==> config.mk <==
export PLATFORM = sky130hd
export DESIGN_NAME = victim_dcache_flat
export DESIGN_NICKNAME = d
export VERILOG_FILES = /design/src/dcache_pkg.sv /design/src/dcache_if.sv /design/src/victim_dcache.sv /design/src/flat_wrapper.sv
export SDC_FILE = /design/constraint.sdc
export NUM_CORES = 2
export LEC_CHECK = 0
export ABC_AREA = 1
export BUFFER_PORTS_ARGS = -buffer_cell sky130_fd_sc_hd__buf_2
export CAP_MARGIN = 5
export CORE_MARGIN = 2
export CORE_UTILIZATION = 35
export CTS_BUF_LIST = sky130_fd_sc_hd__clkbuf_4
export CTS_CLUSTER_DIAMETER = 60
export DETAILED_ROUTE_END_ITERATION = 8
export SYNTH_ARGS = -nofsm -noshare
export SYNTH_HDL_FRONTEND = slang
export SYNTH_SLANG_ARGS = --single-unit
==> constraint.sdc <==
create_clock -name clk -period 37.5 [get_ports clk]
set_input_delay 7.5 -clock clk [delete_from_list [all_inputs] [get_ports clk]]
set_output_delay 7.5 -clock clk [all_outputs]
set_load 0.02 [all_outputs]
==> src/dcache_pkg.sv <==
package dcache_pkg;

    // cpu address and data
    localparam int addr_width = 32;
    localparam int word_width = 32;

    // one cache line is 64 bytes
    localparam int line_width = 512;

    // address split: tag | index | byte offset
    localparam int tag_width    = 20;
    localparam int index_width  = 6;
    localparam int offset_width = 6;

    // victim buffer key is tag plus index
    localparam int key_width = tag_width + index_width;

    localparam int num_lines      = 1 << index_width;
    localparam int words_per_line = line_width / word_width;

    // internal cache request kind
    typedef enum logic {
        op_read,
        op_write
    } req_op_t;

    // controller states
    typedef enum logic [2:0] {
        st_idle,
        st_lookup,
        st_swap,
        st_fill_req,
        st_fill_wait,
        st_wt_req,
        st_wt_wait,
        st_resp
    } ctrl_state_t;

endpackage

==> src/dcache_if.sv <==


// lookup, push and invalidate path of the victim buffer
interface victim_if import dcache_pkg::*; ();

    logic [key_width-1:0]  r_key;
    logic                  victim_hit;
    logic [line_width-1:0] data_out;
    logic [key_width-1:0]  w_key;
    logic                  we;
    logic [line_width-1:0] data_in;
    logic                  inv;
    logic [key_width-1:0]  inv_key;

    modport ctrl (
        output r_key, w_key, we, data_in, inv, inv_key,
        input  victim_hit, data_out
    );

    modport victim (
        input  r_key, w_key, we, data_in, inv, inv_key,
        output victim_hit, data_out
    );

endinterface

==> src/victim_dcache.sv <==
`timescale 1ns/10ps

module victim_dcache import dcache_pkg::*; #(
    parameter int victim_entries = 4
) (
    input  logic      clk,
    input  logic      rstn,
    victim_if.victim  vc
);

    localparam int cnt_width = $clog2(victim_entries);

    logic [key_width-1:0]      keys  [victim_entries];
    logic [line_width-1:0]     lines [victim_entries];
    logic [victim_entries-1:0] valid;
    logic [victim_entries-1:0] hit;
    // next slot to overwrite, fifo order
    logic [cnt_width-1:0]      wr_ptr;

    // fully associative compare, at most one entry can match
    always_comb begin
        vc.data_out = '0;
        for (int i = 0; i < victim_entries; i++) begin
            hit[i] = valid[i] && (keys[i] == vc.r_key);
            if (hit[i]) begin
                vc.data_out = vc.data_out | lines[i];
            end
        end
    end

    assign vc.victim_hit = |hit;

    always_ff @(posedge clk) begin
        if (!rstn) begin
            valid  <= '0;
            wr_ptr <= '0;
        end else begin
            if (vc.inv) begin
                for (int i = 0; i < victim_entries; i++) begin
                    if (keys[i] == vc.inv_key) begin
                        valid[i] <= 1'b0;
                    end
                end
            end
            // later assignment, so a write beats an invalidate on one slot
            if (vc.we) begin
                valid[wr_ptr] <= 1'b1;
                wr_ptr        <= wr_ptr + 1'b1;
            end
        end
    end

    // invalidated slots are not skipped
    always_ff @(posedge clk) begin
        if (vc.we) begin
            keys[wr_ptr]  <= vc.w_key;
            lines[wr_ptr] <= vc.data_in;
        end
    end

endmodule
==> src/flat_wrapper.sv <==
// flat-port wrapper written by rule: the top's interface ports become plain ports
module victim_dcache_flat import dcache_pkg::*;
#(
    parameter int victim_entries = 4
)
  (clk, rstn, vc_r_key, vc_w_key, vc_we, vc_data_in, vc_inv, vc_inv_key, vc_victim_hit, vc_data_out);
  victim_if vc_i ();
  input  logic clk;
  input  logic rstn;
  input wire logic [$bits(vc_i.r_key)-1:0] vc_r_key;
  input wire logic [$bits(vc_i.w_key)-1:0] vc_w_key;
  input wire logic [$bits(vc_i.we)-1:0] vc_we;
  input wire logic [$bits(vc_i.data_in)-1:0] vc_data_in;
  input wire logic [$bits(vc_i.inv)-1:0] vc_inv;
  input wire logic [$bits(vc_i.inv_key)-1:0] vc_inv_key;
  output wire logic [$bits(vc_i.victim_hit)-1:0] vc_victim_hit;
  output wire logic [$bits(vc_i.data_out)-1:0] vc_data_out;
  assign vc_i.r_key = vc_r_key;
  assign vc_i.w_key = vc_w_key;
  assign vc_i.we = vc_we;
  assign vc_i.data_in = vc_data_in;
  assign vc_i.inv = vc_inv;
  assign vc_i.inv_key = vc_inv_key;
  assign vc_victim_hit = vc_i.victim_hit;
  assign vc_data_out = vc_i.data_out;
  victim_dcache #(.victim_entries(victim_entries)) u_core (.clk(clk), .rstn(rstn), .vc(vc_i));
endmodule
== Word-level counts from Yosys, hierarchy flattened ==
Memory sizes are Yosys's and may differ from the RTL's.
Index checks and enable logic that the tools add are counted.
Word-level totals
  bits in registers: 6
  latch bits: 0
  bits in writable memories: 2152
  memory bits (read-only): 0
  output and inout port bits: 513
  logic and storage cells: 40
  memories: 2
Memory list
  u_core.lines: depth 4, bits a word 512, read ports 4, clocked after Yosys merged registers in 0, wr ports 1, RTL line victim_dcache.sv:14  | logic [line_width-1:0] lines [victim_entries];
  u_core.keys: depth 4, bits a word 26, read ports 4, clocked after Yosys merged registers in 0, wr ports 1, RTL line victim_dcache.sv:13  | logic [key_width-1:0] keys [victim_entries];
Operators by class
  add/sub/neg operators: 1
  multiply operators: 0
  divide/modulo/power cells: 0
  magnitude comparators: 2
  eq/ne operators: 8
  shift-type cells: 0
  multiplexer cells: 15
  bitwise gates (word level): 4
  reductions and logical operators: 6
Operators with widths (count)
  512-bit 2-to-1 mux: 4
  512-bit OR: 3
  26-bit equality test: 8
  4-bit 2-to-1 mux: 3
  1-bit 2-to-1 mux: 7
  1-bit logical AND: 5
  4-bit OR: 1
  4-bit OR reduction: 1
  2-bit by 3-bit < comparator with 1-bit output (second input constant): 1
  2-bit by 1-bit adder with 2-bit output (second input constant): 1
  1-bit demux with 2-bit select: 1
  2-bit by 1-bit greater-or-equal comparator with 1-bit output (second input constant): 1

== Longest topological paths before layout ==
  word-level depth: 9
  depth in mapped cells: 14
  depth with buffers taken out: 12

== Worst setup path after synthesis ==
No wires, ideal clock.
  path type: input port to flip-flop
  start: input vc_we
  end: memory u_core.keys[0][0] (netlist name), enable pin
  library setup time: 885 ps
  arrival time: 17904 ps
  required time: 36615 ps
  path slack: 18711 ps
  stages: 2
  buffers on the path: 0
  path through: nand2_1 inv_1
Between the ends
  cells in the longest elaborated chain, start to end: 2
Ends and longest elaborated chain
  start, declared: RTL line flat_wrapper.sv:12  | input wire logic [$bits(vc_i.we)-1:0] vc_we;
  1-bit 2-to-1 mux: RTL line victim_dcache.sv:55  | if (vc.we) begin
  1-bit 2-to-1 mux (not written as such): RTL line victim_dcache.sv:56  | keys[wr_ptr] <= vc.w_key;
  end, declared: RTL line victim_dcache.sv:13
No other way between the ends.

== Worst setup path after layout ==
  start: input vc_r_key[23]
  end: output vc_data_out[39]
Between the ends
  cells in the longest elaborated chain, start to end: 9
  elaborated cells between the ends (all ways): 15
  those cells by class: eq/ne (4); mux (4); bitwise (3); reduce/logical (4)
Ends and longest elaborated chain
  start, declared: RTL line flat_wrapper.sv:10  | input wire logic [$bits(vc_i.r_key)-1:0] vc_r_key;
  26-bit equality test: RTL line victim_dcache.sv:24  | hit[i] = valid[i] && (keys[i] == vc.r_key);
  1-bit logical AND: RTL line victim_dcache.sv:24
  512-bit 2-to-1 mux: RTL line victim_dcache.sv:25  | if (hit[i]) begin
  512-bit OR: RTL line victim_dcache.sv:26  | vc.data_out = vc.data_out | lines[i];
  512-bit 2-to-1 mux: RTL line victim_dcache.sv:25
  512-bit OR: RTL line victim_dcache.sv:26
  512-bit 2-to-1 mux: RTL line victim_dcache.sv:25
  512-bit OR: RTL line victim_dcache.sv:26
  512-bit 2-to-1 mux (*): RTL line victim_dcache.sv:25
  end, declared: RTL line flat_wrapper.sv:17  | output wire logic [$bits(vc_i.data_out)-1:0] vc_data_out;
Mark *: on every way between the ends. The rest lies on a longest branch, timed or not.

==> results.md <==
* Status: completed
* Post-CTS sizing at 0
* Syn Nets at 9102
* Initial cell density of the core at 0.351
* PortBufs at 1106
* Hold depth at 2
* Clock skew at 0.119 ns
* Num ports at 1107
* Final max-slew violation count at 0
* DR iter-0 viols at 5305
* Initial antenna violation count at 201
* Rows at 188
* Post-route cell area at 108000 um2
* R2r setup slk at 31.64 ns
* Post-synth ARST share at 0
* Synth Instances at 8504
* Relative slew slack at 0.181
* CP Class: in2out
* Final period util at 0.526
* Number of synthesized flops with an enable pin at 2152
* Unrepaired setup endpoints after global routing: false
* Max_cap viols at 0
* Setup-failing EPs final at 0
* H-tree levels at 6
* Setup Buffers After CTS at 0
* Area Overhead vs Synth at 17.5%
* Area post-placement at 101000 um2
* Total grt overflow at 0
* Slew @ Worst Pin at 1.23 ns
* HP Class: reg2reg
* Clock Sink Count at 2158
* HPWL after DPL at 179000 um
* First-pass iteration count of the detailed router at 6
* Crit path top cell by count: nand2_1
* Die Y at 517 um
* Layout cells sized above 1 at 0.244
* Yosys warning count at 0
* CP peak stage delay at 0.95 ns
* Vias in the first global route at 61547
* Area of the mapped netlist at 92000 um2
* Commonest non-fill, non-tap cells in the layout: nand2_1 (2152), edfxtp_1 (2152), inv_1 (1674)
* Max clock buf depth at 4
* CP Max Fanout at 132
* Critical Path AT at 12.21 ns
* Number of routed nets with antenna violations at 0
* Core area at 262000 um2
* GP Congestion at 0.905
* WL/cell at 20.1 um
* VDD IR-drop max at 0.0312 mV
* Post-synth cell types at 28
* Endpoint class of the critical path: output port
* Min Tclk post-route at 19.71 ns
* F_max at 50.7 MHz
* Vias at 64616
* FF-to-FF path depth at 9
* CTS tree: done
* Post-CTS Hold Buffers at 0
* Lkg Pwr at 0.0469 uW
* Syn Area/Cell at 10.8 um2
* Pin count of the biggest net entering global routing at 144
* CP cell instances: buf_2, nand2_1, nand2_1, nor2_1, nand2_1, nor2_1, nand2_4, buf_4, buf_12, buf_4, nor3_1, nor2_1, nand2_1, buf_2
* Die ar. at 267000 um2
* Avg Vias per Cell at 4.63
* Global-route wire length before repair at 402000 um
* Clock latency on the worst-skew pair at 1.47 ns
* WP data required at 30.00 ns
* Seq/Total Area, Yosys at 0.703
* Fill cells at 25339
* Tot GR Track Use at 0.201
* Cts bufs inserted at 576
* Yosys reg bits at 2158
* CP max stage cell: buf_4
* Root buf cell: clkbuf_4
* Clk slew on worst S/H paths at 0.05 ns
* Fin. Hold Viols at 0
* Post-Route WL at 281000 um
* # nets final at 10523
* Most used DFF post-synth: edfxtp_1
* DRC viols at 0
* Die Span X at 517 um
* P per Cell Area at 46.7 nW/um2
* Setup TNS at 0 ns
* Critical Path Source Type: primary input
==> per-layer routing <==
layer / part of all wire / global-route usage
met1: 0.39 / 0.246
met5: 0.0031 / 0
met3: 0.10 / 0.0731
met4: 0.039 / 0.0868
met2: 0.47 / 0.320
==> kinds of logic after synthesis <==
kind of cell / synth area share
adders and majority gates: 0.000544
buffers and inverters: 0.0925
AOI/OAI and AO/OA: 0.00242
xor gates and xnor gates: 0.00333
and+or+nand+nor: 0.198
DFF: 0.703
==> critical path, delay by kind of cell <==
kind                   cells  cell delay [ns]
buffers and inverters      5             2.56
AND/OR/NAND/NOR            9             1.67
==> cell type report <==
cell class / count / area [um2] / share of cell area
flip-flops and latches: 2158 / 64700 / 0.599
well taps: 3515 / 4400 / 0.0407
inverters: 1700 / 6410 / 0.0593
multi-input cells: 4307 / 18800 / 0.174
diodes: 121 / 303 / 0.00280
clock buffers: 838 / 6290 / 0.0582
repair buffers: 1182 / 6230 / 0.0576
clock inverters: 121 / 912 / 0.00844
==> report_power, final <==
part	switching, uW	internal (uW)	leakage [uW]
Combinational	134	42.7	0.0228
Sequential	23.9	2760	0.0198
Clock	982	1100	0.00428
Total	1140	3900	0.0469
==> sequential cells by signal, summed over array words and instances (netlist names) <==
name           count
u_core.wr_ptr      2
u_core.lines    2048
u_core.valid       4
u_core.keys      104
==> Yosys cell counts, types with 2 or more instances <==
master	n	area, um2
a21oi_1	9	45.0
buf_1	27	101
buf_12	44	881
buf_2	88	440
buf_4	7	52.6
clkbuf_1	172	646
dfxtp_1	6	120
edfxtp_1	2152	64600
ha_1	4	50.1
inv_1	1678	6300
inv_2	22	82.6
nand2_1	2154	8090
nand2_2	400	2500
nand3_1	12	60.1
nand4_1	7	43.8
nor2_1	624	2340
nor3_1	1024	5120
o21ai_0	30	150
or2_2	2	12.5
xnor2_1	27	236
xor2_1	8	70.1
==> through the flow <==
stage                     instances  hold slack [ns]   util  worst slack, ns  power [uW]
final                         13942            0.495  0.413            17.79        5040
after global routing          13875            0.507  0.412            17.64        5250
after CTS                     13821            0.491  0.411            17.84        5110
after detailed placement      12862            0.480  0.384            17.85        3020
after global placement        12862            0.480  0.384            17.84        3010
after floorplan                8504            0.435      -            18.71        2960
==> final timing paths <==
path,end,start
hold / removal,u_core.valid[1],u_core.valid[1]
setup / recovery,vc_data_out[39],vc_r_key[23]
setup reg to reg,u_core.lines[0][257],u_core.wr_ptr[0]
hold reg to reg,u_core.valid[1],u_core.valid[1]
(Power assumes the default switching activity.)
