[config.mk]
export PLATFORM = sky130hd
export DESIGN_NAME = axil_cache_port_flat
export DESIGN_NICKNAME = d
export VERILOG_FILES = /design/src/dcache_pkg.sv /design/src/dcache_if.sv /design/src/axil_cache_port.sv /design/src/flat_wrapper.sv
export SDC_FILE = /design/constraint.sdc
export NUM_CORES = 1
export LEC_CHECK = 0
export BUFFER_PORTS_ARGS = -buffer_cell sky130_fd_sc_hd__buf_2
export CAP_MARGIN = 5
export CORE_MARGIN = 3
export CORE_UTILIZATION = 24
export DETAILED_ROUTE_END_ITERATION = 16
export HOLD_SLACK_MARGIN = 0.15
export REMOVE_ABC_BUFFERS = 1
export SLEW_MARGIN = 40
export SYNTH_ARGS = -nofsm -noshare
export SYNTH_HDL_FRONTEND = slang
export SYNTH_SLANG_ARGS = --single-unit
export TNS_END_PERCENT = 20
[constraint.sdc]
create_clock -name clk -period 3.1 [get_ports clk]
set_clock_uncertainty 0.15 [all_clocks]
set_input_delay 0.62 -clock clk [delete_from_list [all_inputs] [get_ports clk]]
set_output_delay 0.62 -clock clk [all_outputs]
set_load 0.01 [all_outputs]
[src/dcache_pkg.sv]
package dcache_pkg;

    // cpu address and data
    localparam int addr_width = 32;
    localparam int word_width = 32;

    // one cache line is 64 bytes
    localparam int line_width = 512;

    // address split: tag | index | byte offset
    localparam int tag_width    = 20;
    localparam int index_width  = 6;
    localparam int offset_width = 6;

    // victim buffer key is tag plus index
    localparam int key_width = tag_width + index_width;

    localparam int num_lines      = 1 << index_width;
    localparam int words_per_line = line_width / word_width;

    // internal cache request kind
    typedef enum logic {
        op_read,
        op_write
    } req_op_t;

    // controller states
    typedef enum logic [2:0] {
        st_idle,
        st_lookup,
        st_swap,
        st_fill_req,
        st_fill_wait,
        st_wt_req,
        st_wt_wait,
        st_resp
    } ctrl_state_t;

endpackage

[src/dcache_if.sv]
`timescale 1ns/10ps

// single request channel between the AXI4-Lite port and the controller
interface cpu_req_if import dcache_pkg::*; ();

    logic                  req_valid;
    logic                  req_ready;
    req_op_t               req_op;
    logic [addr_width-1:0] req_addr;
    logic [word_width-1:0] req_wdata;
    logic [3:0]            req_wstrb;
    logic                  resp_valid;
    logic [word_width-1:0] resp_rdata;

    modport port (
        output req_valid, req_op, req_addr, req_wdata, req_wstrb,
        input  req_ready, resp_valid, resp_rdata
    );

    modport ctrl (
        input  req_valid, req_op, req_addr, req_wdata, req_wstrb,
        output req_ready, resp_valid, resp_rdata
    );

endinterface


[src/axil_cache_port.sv]
`timescale 1ns/10ps

module axil_cache_port import dcache_pkg::*; (
    input  logic                  clk,
    input  logic                  rstn,
    input  logic                  s_axil_awvalid,
    output logic                  s_axil_awready,
    input  logic [addr_width-1:0] s_axil_awaddr,
    input  logic                  s_axil_wvalid,
    output logic                  s_axil_wready,
    input  logic [word_width-1:0] s_axil_wdata,
    input  logic [3:0]            s_axil_wstrb,
    output logic                  s_axil_bvalid,
    input  logic                  s_axil_bready,
    output logic [1:0]            s_axil_bresp,
    input  logic                  s_axil_arvalid,
    output logic                  s_axil_arready,
    input  logic [addr_width-1:0] s_axil_araddr,
    output logic                  s_axil_rvalid,
    input  logic                  s_axil_rready,
    output logic [word_width-1:0] s_axil_rdata,
    output logic [1:0]            s_axil_rresp,
    cpu_req_if.port               req
);

    // busy from accept until the master takes the response
    logic busy;
    logic last_rd;
    logic rd_pend;
    logic wr_pend;
    logic pick_rd;
    logic pick_wr;

    assign rd_pend = s_axil_arvalid;
    // a write needs address and data together
    assign wr_pend = s_axil_awvalid && s_axil_wvalid;

    // alternate when both kinds wait
    assign pick_rd = rd_pend && !(wr_pend && last_rd);
    assign pick_wr = wr_pend && !pick_rd;

    assign s_axil_arready = !busy && pick_rd;
    assign s_axil_awready = !busy && pick_wr;
    assign s_axil_wready  = !busy && pick_wr;

    assign s_axil_bresp = 2'b00;
    assign s_axil_rresp = 2'b00;

    always_ff @(posedge clk) begin
        if (!rstn) begin
            busy          <= 1'b0;
            last_rd       <= 1'b0;
            req.req_valid <= 1'b0;
            s_axil_rvalid <= 1'b0;
            s_axil_bvalid <= 1'b0;
        end else begin
            if (s_axil_arready || s_axil_awready) begin
                busy          <= 1'b1;
                req.req_valid <= 1'b1;
                last_rd       <= s_axil_arready;
            end
            if (req.req_valid && req.req_ready) begin
                req.req_valid <= 1'b0;
            end
            // response goes out one cycle after the controller finishes
            if (req.resp_valid) begin
                if (req.req_op == op_read) begin
                    s_axil_rvalid <= 1'b1;
                end else begin
                    s_axil_bvalid <= 1'b1;
                end
            end
            if (s_axil_rvalid && s_axil_rready) begin
                s_axil_rvalid <= 1'b0;
                busy          <= 1'b0;
            end
            if (s_axil_bvalid && s_axil_bready) begin
                s_axil_bvalid <= 1'b0;
                busy          <= 1'b0;
            end
        end
    end

    always_ff @(posedge clk) begin
        if (s_axil_arready) begin
            req.req_op    <= op_read;
            req.req_addr  <= s_axil_araddr;
            req.req_wdata <= '0;
            req.req_wstrb <= '0;
        end else if (s_axil_awready) begin
            req.req_op    <= op_write;
            req.req_addr  <= s_axil_awaddr;
            req.req_wdata <= s_axil_wdata;
            req.req_wstrb <= s_axil_wstrb;
        end
        if (req.resp_valid) begin
            s_axil_rdata <= req.resp_rdata;
        end
    end

endmodule

[src/flat_wrapper.sv]
// flat-port wrapper written by rule: the top's interface ports become plain ports
module axil_cache_port_flat import dcache_pkg::*;
  (clk, rstn, s_axil_awvalid, s_axil_awready, s_axil_awaddr, s_axil_wvalid, s_axil_wready, s_axil_wdata, s_axil_wstrb, s_axil_bvalid, s_axil_bready, s_axil_bresp, s_axil_arvalid, s_axil_arready, s_axil_araddr, s_axil_rvalid, s_axil_rready, s_axil_rdata, s_axil_rresp, req_req_valid, req_req_op, req_req_addr, req_req_wdata, req_req_wstrb, req_req_ready, req_resp_valid, req_resp_rdata);
  cpu_req_if req_i ();
  input  logic clk;
  input  logic rstn;
  input  logic s_axil_awvalid;
  output logic s_axil_awready;
  input  logic [addr_width-1:0] s_axil_awaddr;
  input  logic s_axil_wvalid;
  output logic s_axil_wready;
  input  logic [word_width-1:0] s_axil_wdata;
  input  logic [3:0] s_axil_wstrb;
  output logic s_axil_bvalid;
  input  logic s_axil_bready;
  output logic [1:0] s_axil_bresp;
  input  logic s_axil_arvalid;
  output logic s_axil_arready;
  input  logic [addr_width-1:0] s_axil_araddr;
  output logic s_axil_rvalid;
  input  logic s_axil_rready;
  output logic [word_width-1:0] s_axil_rdata;
  output logic [1:0] s_axil_rresp;
  output wire logic [$bits(req_i.req_valid)-1:0] req_req_valid;
  output wire logic [$bits(req_i.req_op)-1:0] req_req_op;
  output wire logic [$bits(req_i.req_addr)-1:0] req_req_addr;
  output wire logic [$bits(req_i.req_wdata)-1:0] req_req_wdata;
  output wire logic [$bits(req_i.req_wstrb)-1:0] req_req_wstrb;
  input wire logic [$bits(req_i.req_ready)-1:0] req_req_ready;
  input wire logic [$bits(req_i.resp_valid)-1:0] req_resp_valid;
  input wire logic [$bits(req_i.resp_rdata)-1:0] req_resp_rdata;
  assign req_req_valid = req_i.req_valid;
  assign req_req_op = req_i.req_op;
  assign req_req_addr = req_i.req_addr;
  assign req_req_wdata = req_i.req_wdata;
  assign req_req_wstrb = req_i.req_wstrb;
  assign req_i.req_ready = req_req_ready;
  assign req_i.resp_valid = req_resp_valid;
  assign req_i.resp_rdata = req_resp_rdata;
  axil_cache_port u_core (.clk(clk), .rstn(rstn), .s_axil_awvalid(s_axil_awvalid), .s_axil_awready(s_axil_awready), .s_axil_awaddr(s_axil_awaddr), .s_axil_wvalid(s_axil_wvalid), .s_axil_wready(s_axil_wready), .s_axil_wdata(s_axil_wdata), .s_axil_wstrb(s_axil_wstrb), .s_axil_bvalid(s_axil_bvalid), .s_axil_bready(s_axil_bready), .s_axil_bresp(s_axil_bresp), .s_axil_arvalid(s_axil_arvalid), .s_axil_arready(s_axil_arready), .s_axil_araddr(s_axil_araddr), .s_axil_rvalid(s_axil_rvalid), .s_axil_rready(s_axil_rready), .s_axil_rdata(s_axil_rdata), .s_axil_rresp(s_axil_rresp), .req(req_i));
endmodule
== Word-level counts from Yosys, hierarchy flattened ==
Cells that the tools add are included.

* Word-level logic and storage cells: 34
* Flip-flop bits (word level): 106
* Input bits: 141

* Mux-type cells: 2
* Bitwise operators: 2
* Reductions and logical operators: 20

{| class="wikitable"
|+ Operators with widths
! operator !! number
|-
| $mux W32 || 2
|-
| $logic_and A1 B1 Y1 || 9
|-
| $reduce_or A2 Y1 || 3
|-
| $reduce_and A2 Y1 || 2
|-
| $logic_not A1 Y1 || 3
|-
| $reduce_or A3 Y1 || 1
|-
| $not A1 Y1 || 2
|-
| $reduce_bool A2 Y1 || 1
|-
| $logic_or A1 B1 Y1 || 1
|}

== Logic depth before layout (Yosys ltp) ==
Gate-level depths: netlist of the first run.

* Depth in word-level cells: 9
* Gate-level depth with buffers: 5
* Depth with buffers taken out: 3

== Worst setup path before layout of the first run ==
No wires, ideal clock.

* Path type: in2reg
* Start point: input s_axil_awvalid
* End point: register u_core.req.req_addr[0] (enable)
* Required time: 2.529 ns
* Path buffers: 0
* Cell stages on the path: 2
* Setup time: 0.421 ns
* Setup slack: 0.465 ns
* Arrival: 2.064 ns
* Cell sequence: a21oi_1 nor2_1

* Cells in the longest elaborated chain, start to end: 8
* Elaborated cells between the ends (all ways): 9

{| class="wikitable"
|+ RTL lines
! item !! RTL line !! RTL
|-
| from (decl) || flat_wrapper.sv:7 || <nowiki>input logic s_axil_awvalid;</nowiki>
|-
| $logic_and A1 B1 Y1 (*) || axil_cache_port.sv:36 || <nowiki>assign wr_pend = s_axil_awvalid && s_axil_wvalid;</nowiki>
|-
| $logic_and A1 B1 Y1 || axil_cache_port.sv:39 || <nowiki>assign pick_rd = rd_pend && !(wr_pend && last_rd);</nowiki>
|-
| $logic_not A1 Y1 || axil_cache_port.sv:39 ||
|-
| $logic_and A1 B1 Y1 || axil_cache_port.sv:39 ||
|-
| $logic_not A1 Y1 || axil_cache_port.sv:40 || <nowiki>assign pick_wr = wr_pend && !pick_rd;</nowiki>
|-
| $logic_and A1 B1 Y1 || axil_cache_port.sv:40 ||
|-
| $logic_and A1 B1 Y1 || axil_cache_port.sv:43 || <nowiki>assign s_axil_awready = !busy && pick_wr;</nowiki>
|-
| $reduce_bool A2 Y1 (no line) (*) || -- ||
|-
| to (signal assigned) || axil_cache_port.sv:87 || <nowiki>req.req_addr <= s_axil_araddr;</nowiki>
|-
| to (signal assigned) || axil_cache_port.sv:92 || <nowiki>req.req_addr <= s_axil_awaddr;</nowiki>
|-
| to (decl) || dcache_if.sv:16 || <nowiki>output req_valid, req_op, req_addr, req_wdata, req_wstrb,</nowiki>
|}

Mark *: on every way between the ends. The rest lies on a longest branch, timed or not.
A chain may end at the register's enable or synchronous reset.

== Final worst setup path of the first run ==
* Start point: input s_axil_awvalid
* End point: output s_axil_arready

* Cells in the longest elaborated chain, start to end: 5

{| class="wikitable"
|+ RTL lines
! item !! RTL line !! RTL
|-
| $logic_and A1 B1 Y1 || axil_cache_port.sv:36 ||
|-
| $logic_and A1 B1 Y1 || axil_cache_port.sv:39 ||
|-
| $logic_not A1 Y1 || axil_cache_port.sv:39 ||
|-
| $logic_and A1 B1 Y1 || axil_cache_port.sv:39 ||
|-
| $logic_and A1 B1 Y1 || axil_cache_port.sv:42 || <nowiki>assign s_axil_arready = !busy && pick_rd;</nowiki>
|-
| to (decl) || flat_wrapper.sv:18 || <nowiki>output logic s_axil_arready;</nowiki>
|}

No other way between the ends.

==> impl_metrics.yaml, run 1 <==
drt:
  drc: 0
  routedWlPerCell_um: 15.12
  wl_um: 10330
  ant_nets: 0
  vias: 2852
  drt_iter0_drc: 78
  drt_pass1_iterations: 4
  via_per_inst: 4.176
sta:
  setup_viol: 0
  relSlewSlack_pct: 52.10
  whs_ps: 302.4
  min_period_ps: 2143
  finalSetupTns_ps: 0
  hold_violations: 0
  rsz0062_at_grt: "false"
  min_period_over_period_pct: 69.13
  tightestPinTransition_ps: 718.6
  drv_slew: 0
  fmax_ghz: 0.4666
worst_setup_path:
  critPathArrivalTime_ps: 1370
  criticalPathCategory: "input pin to output pin"
  r2r_setup_slack_ps: 1200
  r2r_cells: 4
  worstSetupStartpointType: "input pin"
  worstSetupEndpointType: "output pin"
  cp_data_required_time_ps: 2330
  r2r_end: "u_core.req.req_addr[23]"
  crit_fanout: 20
  rr_startpoint: "u_core.last_rd"
cells_and_area:
  area_growth_pct: 42.94
  fillCellCount: 1498
  stdcell_count: 683
  fin_util_pct: 35.83
  diodes: 0
  drive_gt1_share_pct: 58.05
  num-nets-final: 608
  multi_input_area_sq_um: 948.4
  seq_area_sq_um: 2763
synth:
  synth_area_sq_um: 3881
  syn_avg_cell_area_sq_um: 17.64
  yosysWarnings: 0
  synth-seq-cells: 106
  synth_top_area_share_pct: 49.52
  synth_top_cells_by_area: "edfxtp_1, dfxtp_1, o221a_1, mux2_1, buf_6"
  synth.distinct_cells: 26
  synth_cells: 220
  synth_seq_area_share_pct: 71.18
  yosys.area.top_type: "edfxtp_1"
min_path:
  hp-class: "input pin to flip-flop"
  holdCritStartpoint: "req_resp_rdata[31]"
  min_to: "u_core.s_axil_rdata[31]"
  holdPathStages: 1
place:
  dp_cells: 667
  dp_hpwl_um: 7860
  gp_congestion: 0.7299
  portBuffers: 247
clock_tree:
  postCtsHoldBufs: 0
  cts.sink_count: 106
  clock_latency_ps: 340
  cts_tree: "done"
  cts_setup_buffers: 0
  cts-htree-levels: 3
  cts_resized: 0
  cts_buffers: 9
  cts.reportedPaths.clkPinSlew_ps: 70
  cts_root_buf: "clkbuf_16"
  clockBufferDepth: 2
power_and_ir_drop:
  power.density_nw_per_um2: 597.6
  pwr-share-clk_pct: 31.5
  p_int_uw: 2481
  pwr-share-comb_pct: 16.3
  max-vdd-ir-drop_v: 0.0002996
  p_switching_uw: 834.5
  netSwitchingFraction_pct: 25.17
  seqPwrFrac_pct: 52.2
  p_total_uw: 3315
  leakage_uw: 0.002451
global_routing:
  antenna_found_initial: 0
  grt_pass1_wl_um: 15430
  overflow: 0
  grt_pass1_vias: 2952
  grt_max_degree: 39
  grt.total_usage_pct: 11.12
outcome:
  outcome: "completed"
floorplan:
  fp.dieArea_sq_um: 17730
  die_h_um: 133.2
  coreArea_sq_um: 15480
  die_w_um: 133.2
  pin_count: 252
  rows: 45
  start_util_pct: 25.07
run:
  max_cap_violations: 0
## area by class of cell
class / count / share of cell area [%]
clock buffers: 10 / 4.127
well taps: 211 / 4.759
repair buffers: 252 / 23.18
clock inverters: 6 / 0.7668
flip-flops and latches: 106 / 49.80
multi-input cells: 94 / 17.10
inverters: 4 / 0.2706
## per-stage QoR
stage               instance area (sq um)  setup WS, ps
floorplan                            3719         464.9
global placement                     5276         874.3
detailed placement                   5276         835.3
CTS                                  5548         905.4
global route                         5548         833.0
finish                               5548         957.0
## cell families after synthesis
| family | Yosys count | synth area share, % |
|---|---|---|
| multiplexers | 33 | 9.542 |
| other | 1 | 0.09662 |
| AO/OA/AOI/OAI | 44 | 12.02 |
| AND/OR/NAND/NOR | 13 | 2.289 |
| flip-flops | 106 | 71.18 |
| buffers and inverters | 23 | 4.868 |
## critical path, cell delays in order
cell and delay (ps):
buf_2 120, nand3_2 90, nand3_4 290, inv_2 110, buf_2 130
## Yosys cell counts
library cell	n
nor2b_1	3
buf_6	7
nand2b_1	1
a21oi_1	3
and3b_2	1
inv_2	3
nand3_2	1
edfxtp_1	64
conb_1	1
buf_2	4
nand3_4	1
mux2i_1	1
nor2_1	2
dfxtp_1	42
buf_4	6
and2_1	1
o221a_1	36
a21boi_1	1
buf_8	2
nor3_1	1
mux2_1	32
a22oi_1	1
nand2_1	2
o21ai_4	1
inv_1	1
o21a_1	2
## layer usage
layer	track usage, %	part of all wire [%]
met1	12.54	39
met3	5.551	11
met5	0	0
met4	2.400	0.84
met2	19.05	50
## cells in the final DEF, fill, tap and decap left out, drive strengths merged, types with 2 or more instances in the layout
master,instances
nand3,2
edfxtp,64
buf,252
clkbuf,10
clkinv,4
nand2,2
dfxtp,42
nor2b,3
a21oi,3
mux2,32
conb,4
inv,5
nor2,2
o221a,36
o21a,2
## state kept, by name, summed over array words and instances (netlist names)
register              count
u_core.req.req_valid      1
u_core.busy               1
u_core.req.req_wdata     32
u_core.req.req_addr      32
u_core.s_axil_bvalid      1
u_core.req.req_wstrb      4
u_core.s_axil_rdata      32
u_core.s_axil_rvalid      1
u_core.req.req_op         1
u_core.last_rd            1
## worst max path at each step
| stage | from | cells after the start | slack [ps] | end |
|---|---|---|---|---|
| after floorplan | s_axil_awvalid | 2 | 460 | u_core.req.req_addr[0] |
| after global placement | s_axil_awvalid | 5 | 870 | u_core.req.req_addr[19] |
| after detailed placement | s_axil_awvalid | 5 | 840 | u_core.req.req_addr[23] |
| after CTS | u_core.busy | 4 | 910 | s_axil_arready |
| after global routing | u_core.busy | 4 | 830 | s_axil_arready |
| final | s_axil_awvalid | 5 | 960 | s_axil_arready |
## power groups by stage
stage,logic (uW),registers (uW),clock network (uW)
floorplan,168,1840,0
global placement,544,1760,0
detailed placement,554,1760,0
CTS,554,1730,1090
global route,590,1750,1150
finish,541,1730,1040
Note: power is estimated with default switching activity, not from simulation.
==> run 2, diff against run 1 <==
Settings changed: ABC_AREA set to 1.
Clock period 3.1 ns to 2.2 ns, I/O delays scaled along.
==> run 2 against run 1 <==
Against the previous run: sequential share of layout area is 5.9 points lower; combinational power is 70% higher; total power increased by 52%; via count up 29%; routed wire length up 15%; register-to-register slack got worse by 540 ps; count of clock-buffer cells in the layout down 1; critical path type is now flip-flop to output pin.
==> impl_metrics.yaml, run 2 <==
drt:
  via_per_inst: 4.105
  ant_nets: 0
  vias: 3670
  drc: 0
  wl_met1_um: 4818
  routedWlPerCell_um: 13.31
  routed-wl-met3_um: 1050
  drt_pass1_iterations: 4
  wl_um: 11900
  dr_wl_met2_um: 5821
  drt_iter0_drc: 136
  routed.top_layer: "met4"
min_path:
  holdCritStartpoint: "s_axil_wdata[19]"
  hp-class: "input pin to flip-flop"
place:
  dp_hpwl_um: 8334
  gp_congestion: 0.7376
  portBuffers: 247
run:
  max_cap_violations: 0
floorplan:
  die_h_um: 133.2
  fp.dieArea_sq_um: 17740
  start_util_pct: 24.99
  die_w_um: 133.2
  rows: 45
  pin_count: 252
  coreArea_sq_um: 15540
worst_setup_path:
  crit_family: "buffers and inverters"
  cp_data_required_time_ps: 1610
  critPathArrivalTime_ps: 1340
  critPathMaxStageDelay_ps: 330
  criticalPathCategory: "flip-flop to output pin"
  crit_fanout: 10
  rr_startpoint: "u_core.last_rd"
  worstSetupStartpointType: "flip-flop"
  path_buf_inv: 2
  cp_cell_sequence: "nand3_1, nand3_2, inv_2, buf_2"
  worstSetupEndpointType: "output pin"
  startpoint: "u_core.last_rd"
  cpMaxStageDelayCell: "dfxtp_1"
cells_and_area:
  fin_util_pct: 40.52
  fillCellCount: 1524
  num-nets-final: 819
  final_common_cell: "buf_2"
  layout_common_cells: "buf_2, nand2_1, nor2_1"
  largestRegisters: "u_core.req.req_addr x32, u_core.req.req_wdata x32, u_core.s_axil_rdata x32"
  drive_gt1_share_pct: 40.26
  multi_input_area_sq_um: 942.2
  seq_area_sq_um: 2763
  diodes: 0
  area_growth_pct: 62.11
synth:
  synth_seq_area_share_pct: 71.13
  yosys.area.top_type: "edfxtp_1"
  synth_cells: 367
  synth_edf_count: 64
  synthMuxAreaShare_pct: 0
  synth_xor_area_share_pct: 0
  synthArstFlopShare_pct: 0
  synth_compound_area_share_pct: 5.284
  yosysWarnings: 0
  syn_avg_cell_area_sq_um: 10.58
  synth.distinct_cells: 18
  synthFlopType: "edfxtp_1"
  synth_area_sq_um: 3884
  synth_top_area_share_pct: 49.48
  synth_top_family_by_area: "simple AND/OR/NAND/NOR gates"
  synth_top_cells_by_area: "edfxtp_1, dfxtp_1, nand2_1, nor2_1, o21ai_0"
  synth.most_common_cell: "nand2_1"
  synth_common_cells: "nand2_1, nor2_1, edfxtp_1"
  synth-seq-cells: 106
  synthAdderAreaFrac_pct: 0
  synth-simple-area-share_pct: 18.59
power_and_ir_drop:
  leakage_uw: 0.003055
  power.density_nw_per_um2: 798.9
  max-vdd-ir-drop_v: 0.0004690
clock_tree:
  cts.sink_count: 106
  cts_root_buf: "clkbuf_16"
  clock_latency_ps: 350
  clockBufferDepth: 2
  cts-htree-levels: 3
  cts_buffers: 9
  cts.reportedPaths.clkPinSlew_ps: 70
  cts_tree: "done"
global_routing:
  grt.total_usage_pct: 12.95
  grt_pass1_vias: 3577
  overflow: 0
  grt_max_degree: 50
  antenna_found_initial: 0
  grt_pass1_wl_um: 18260
sta:
  min_period_over_period_pct: 87.55
  setup_viol: 0
  hold_violations: 0
  min_period_ps: 1926
  rsz0062_at_grt: "false"
  fmax_ghz: 0.5192
  whs_ps: 163.6
  drv_slew: 0
outcome:
  outcome: "completed"
## run 2: cells by family (layout without fill, tap and decap cells)
group / after synthesis / in the layout
buffers and inverters: 33 / 346
AO/OA/AOI/OAI: 41 / 41
flip-flops: 106 / 106
other: 1 / 4
AND/OR/NAND/NOR: 186 / 186
## run 2: metrics by stage
stage	instances	setup TNS (ps)	total power (uW)	cell area, sq um	setup slack [ps]
floorplan	348	-19500	2856	3746	-565.8
global placement	813	0	3322	5336	345.5
detailed placement	813	0	3330	5336	334.4
CTS	894	0	5113	6296	190.5
global route	894	0	5286	6296	158.0
finish	894	0	5030	6296	273.9
## run 2: path summary, 6_finish.rpt
check                        endpoint  slack (ps)  cells after the start
min reg2reg            u_core.last_rd         340                      2
max                    s_axil_arready         270                      4
min          u_core.req.req_wdata[19]         160                      3
max reg2reg    u_core.req.req_addr[8]         660                      6
## run 2: power by group
part	internal, uW	switching [uW]
Clock	907	754
Sequential	2370	84.9
Combinational	428	490
## run 2: cell type report
type	instances	share of cell area [%]
inverters	11	0.6558
clock buffers	9	3.577
multi-input cells	231	14.96
well taps	211	4.193
repair buffers	319	31.40
flip-flops and latches	106	43.88
clock inverters	7	1.331
## run 2: metal layers
layer,global-route usage (%),vias up
met5,0,-
met4,4.400,0
met3,4.418,17
met2,22.43,181
met1,15.01,1665
li1,-,1807
## run 2: repair_timing
action                    CTS  global route
hold endpoints to repair   65             0
hold buffers               65             0
setup buffers               0             0
gates resized for setup     0             0
## run 2: worst reg2reg max path, delay by kind of cell (launching register included)
family / cells / cell delay, ps
buffers and inverters: 2 / 500
and+or+nand+nor: 4 / 450
DFF: 1 / 330
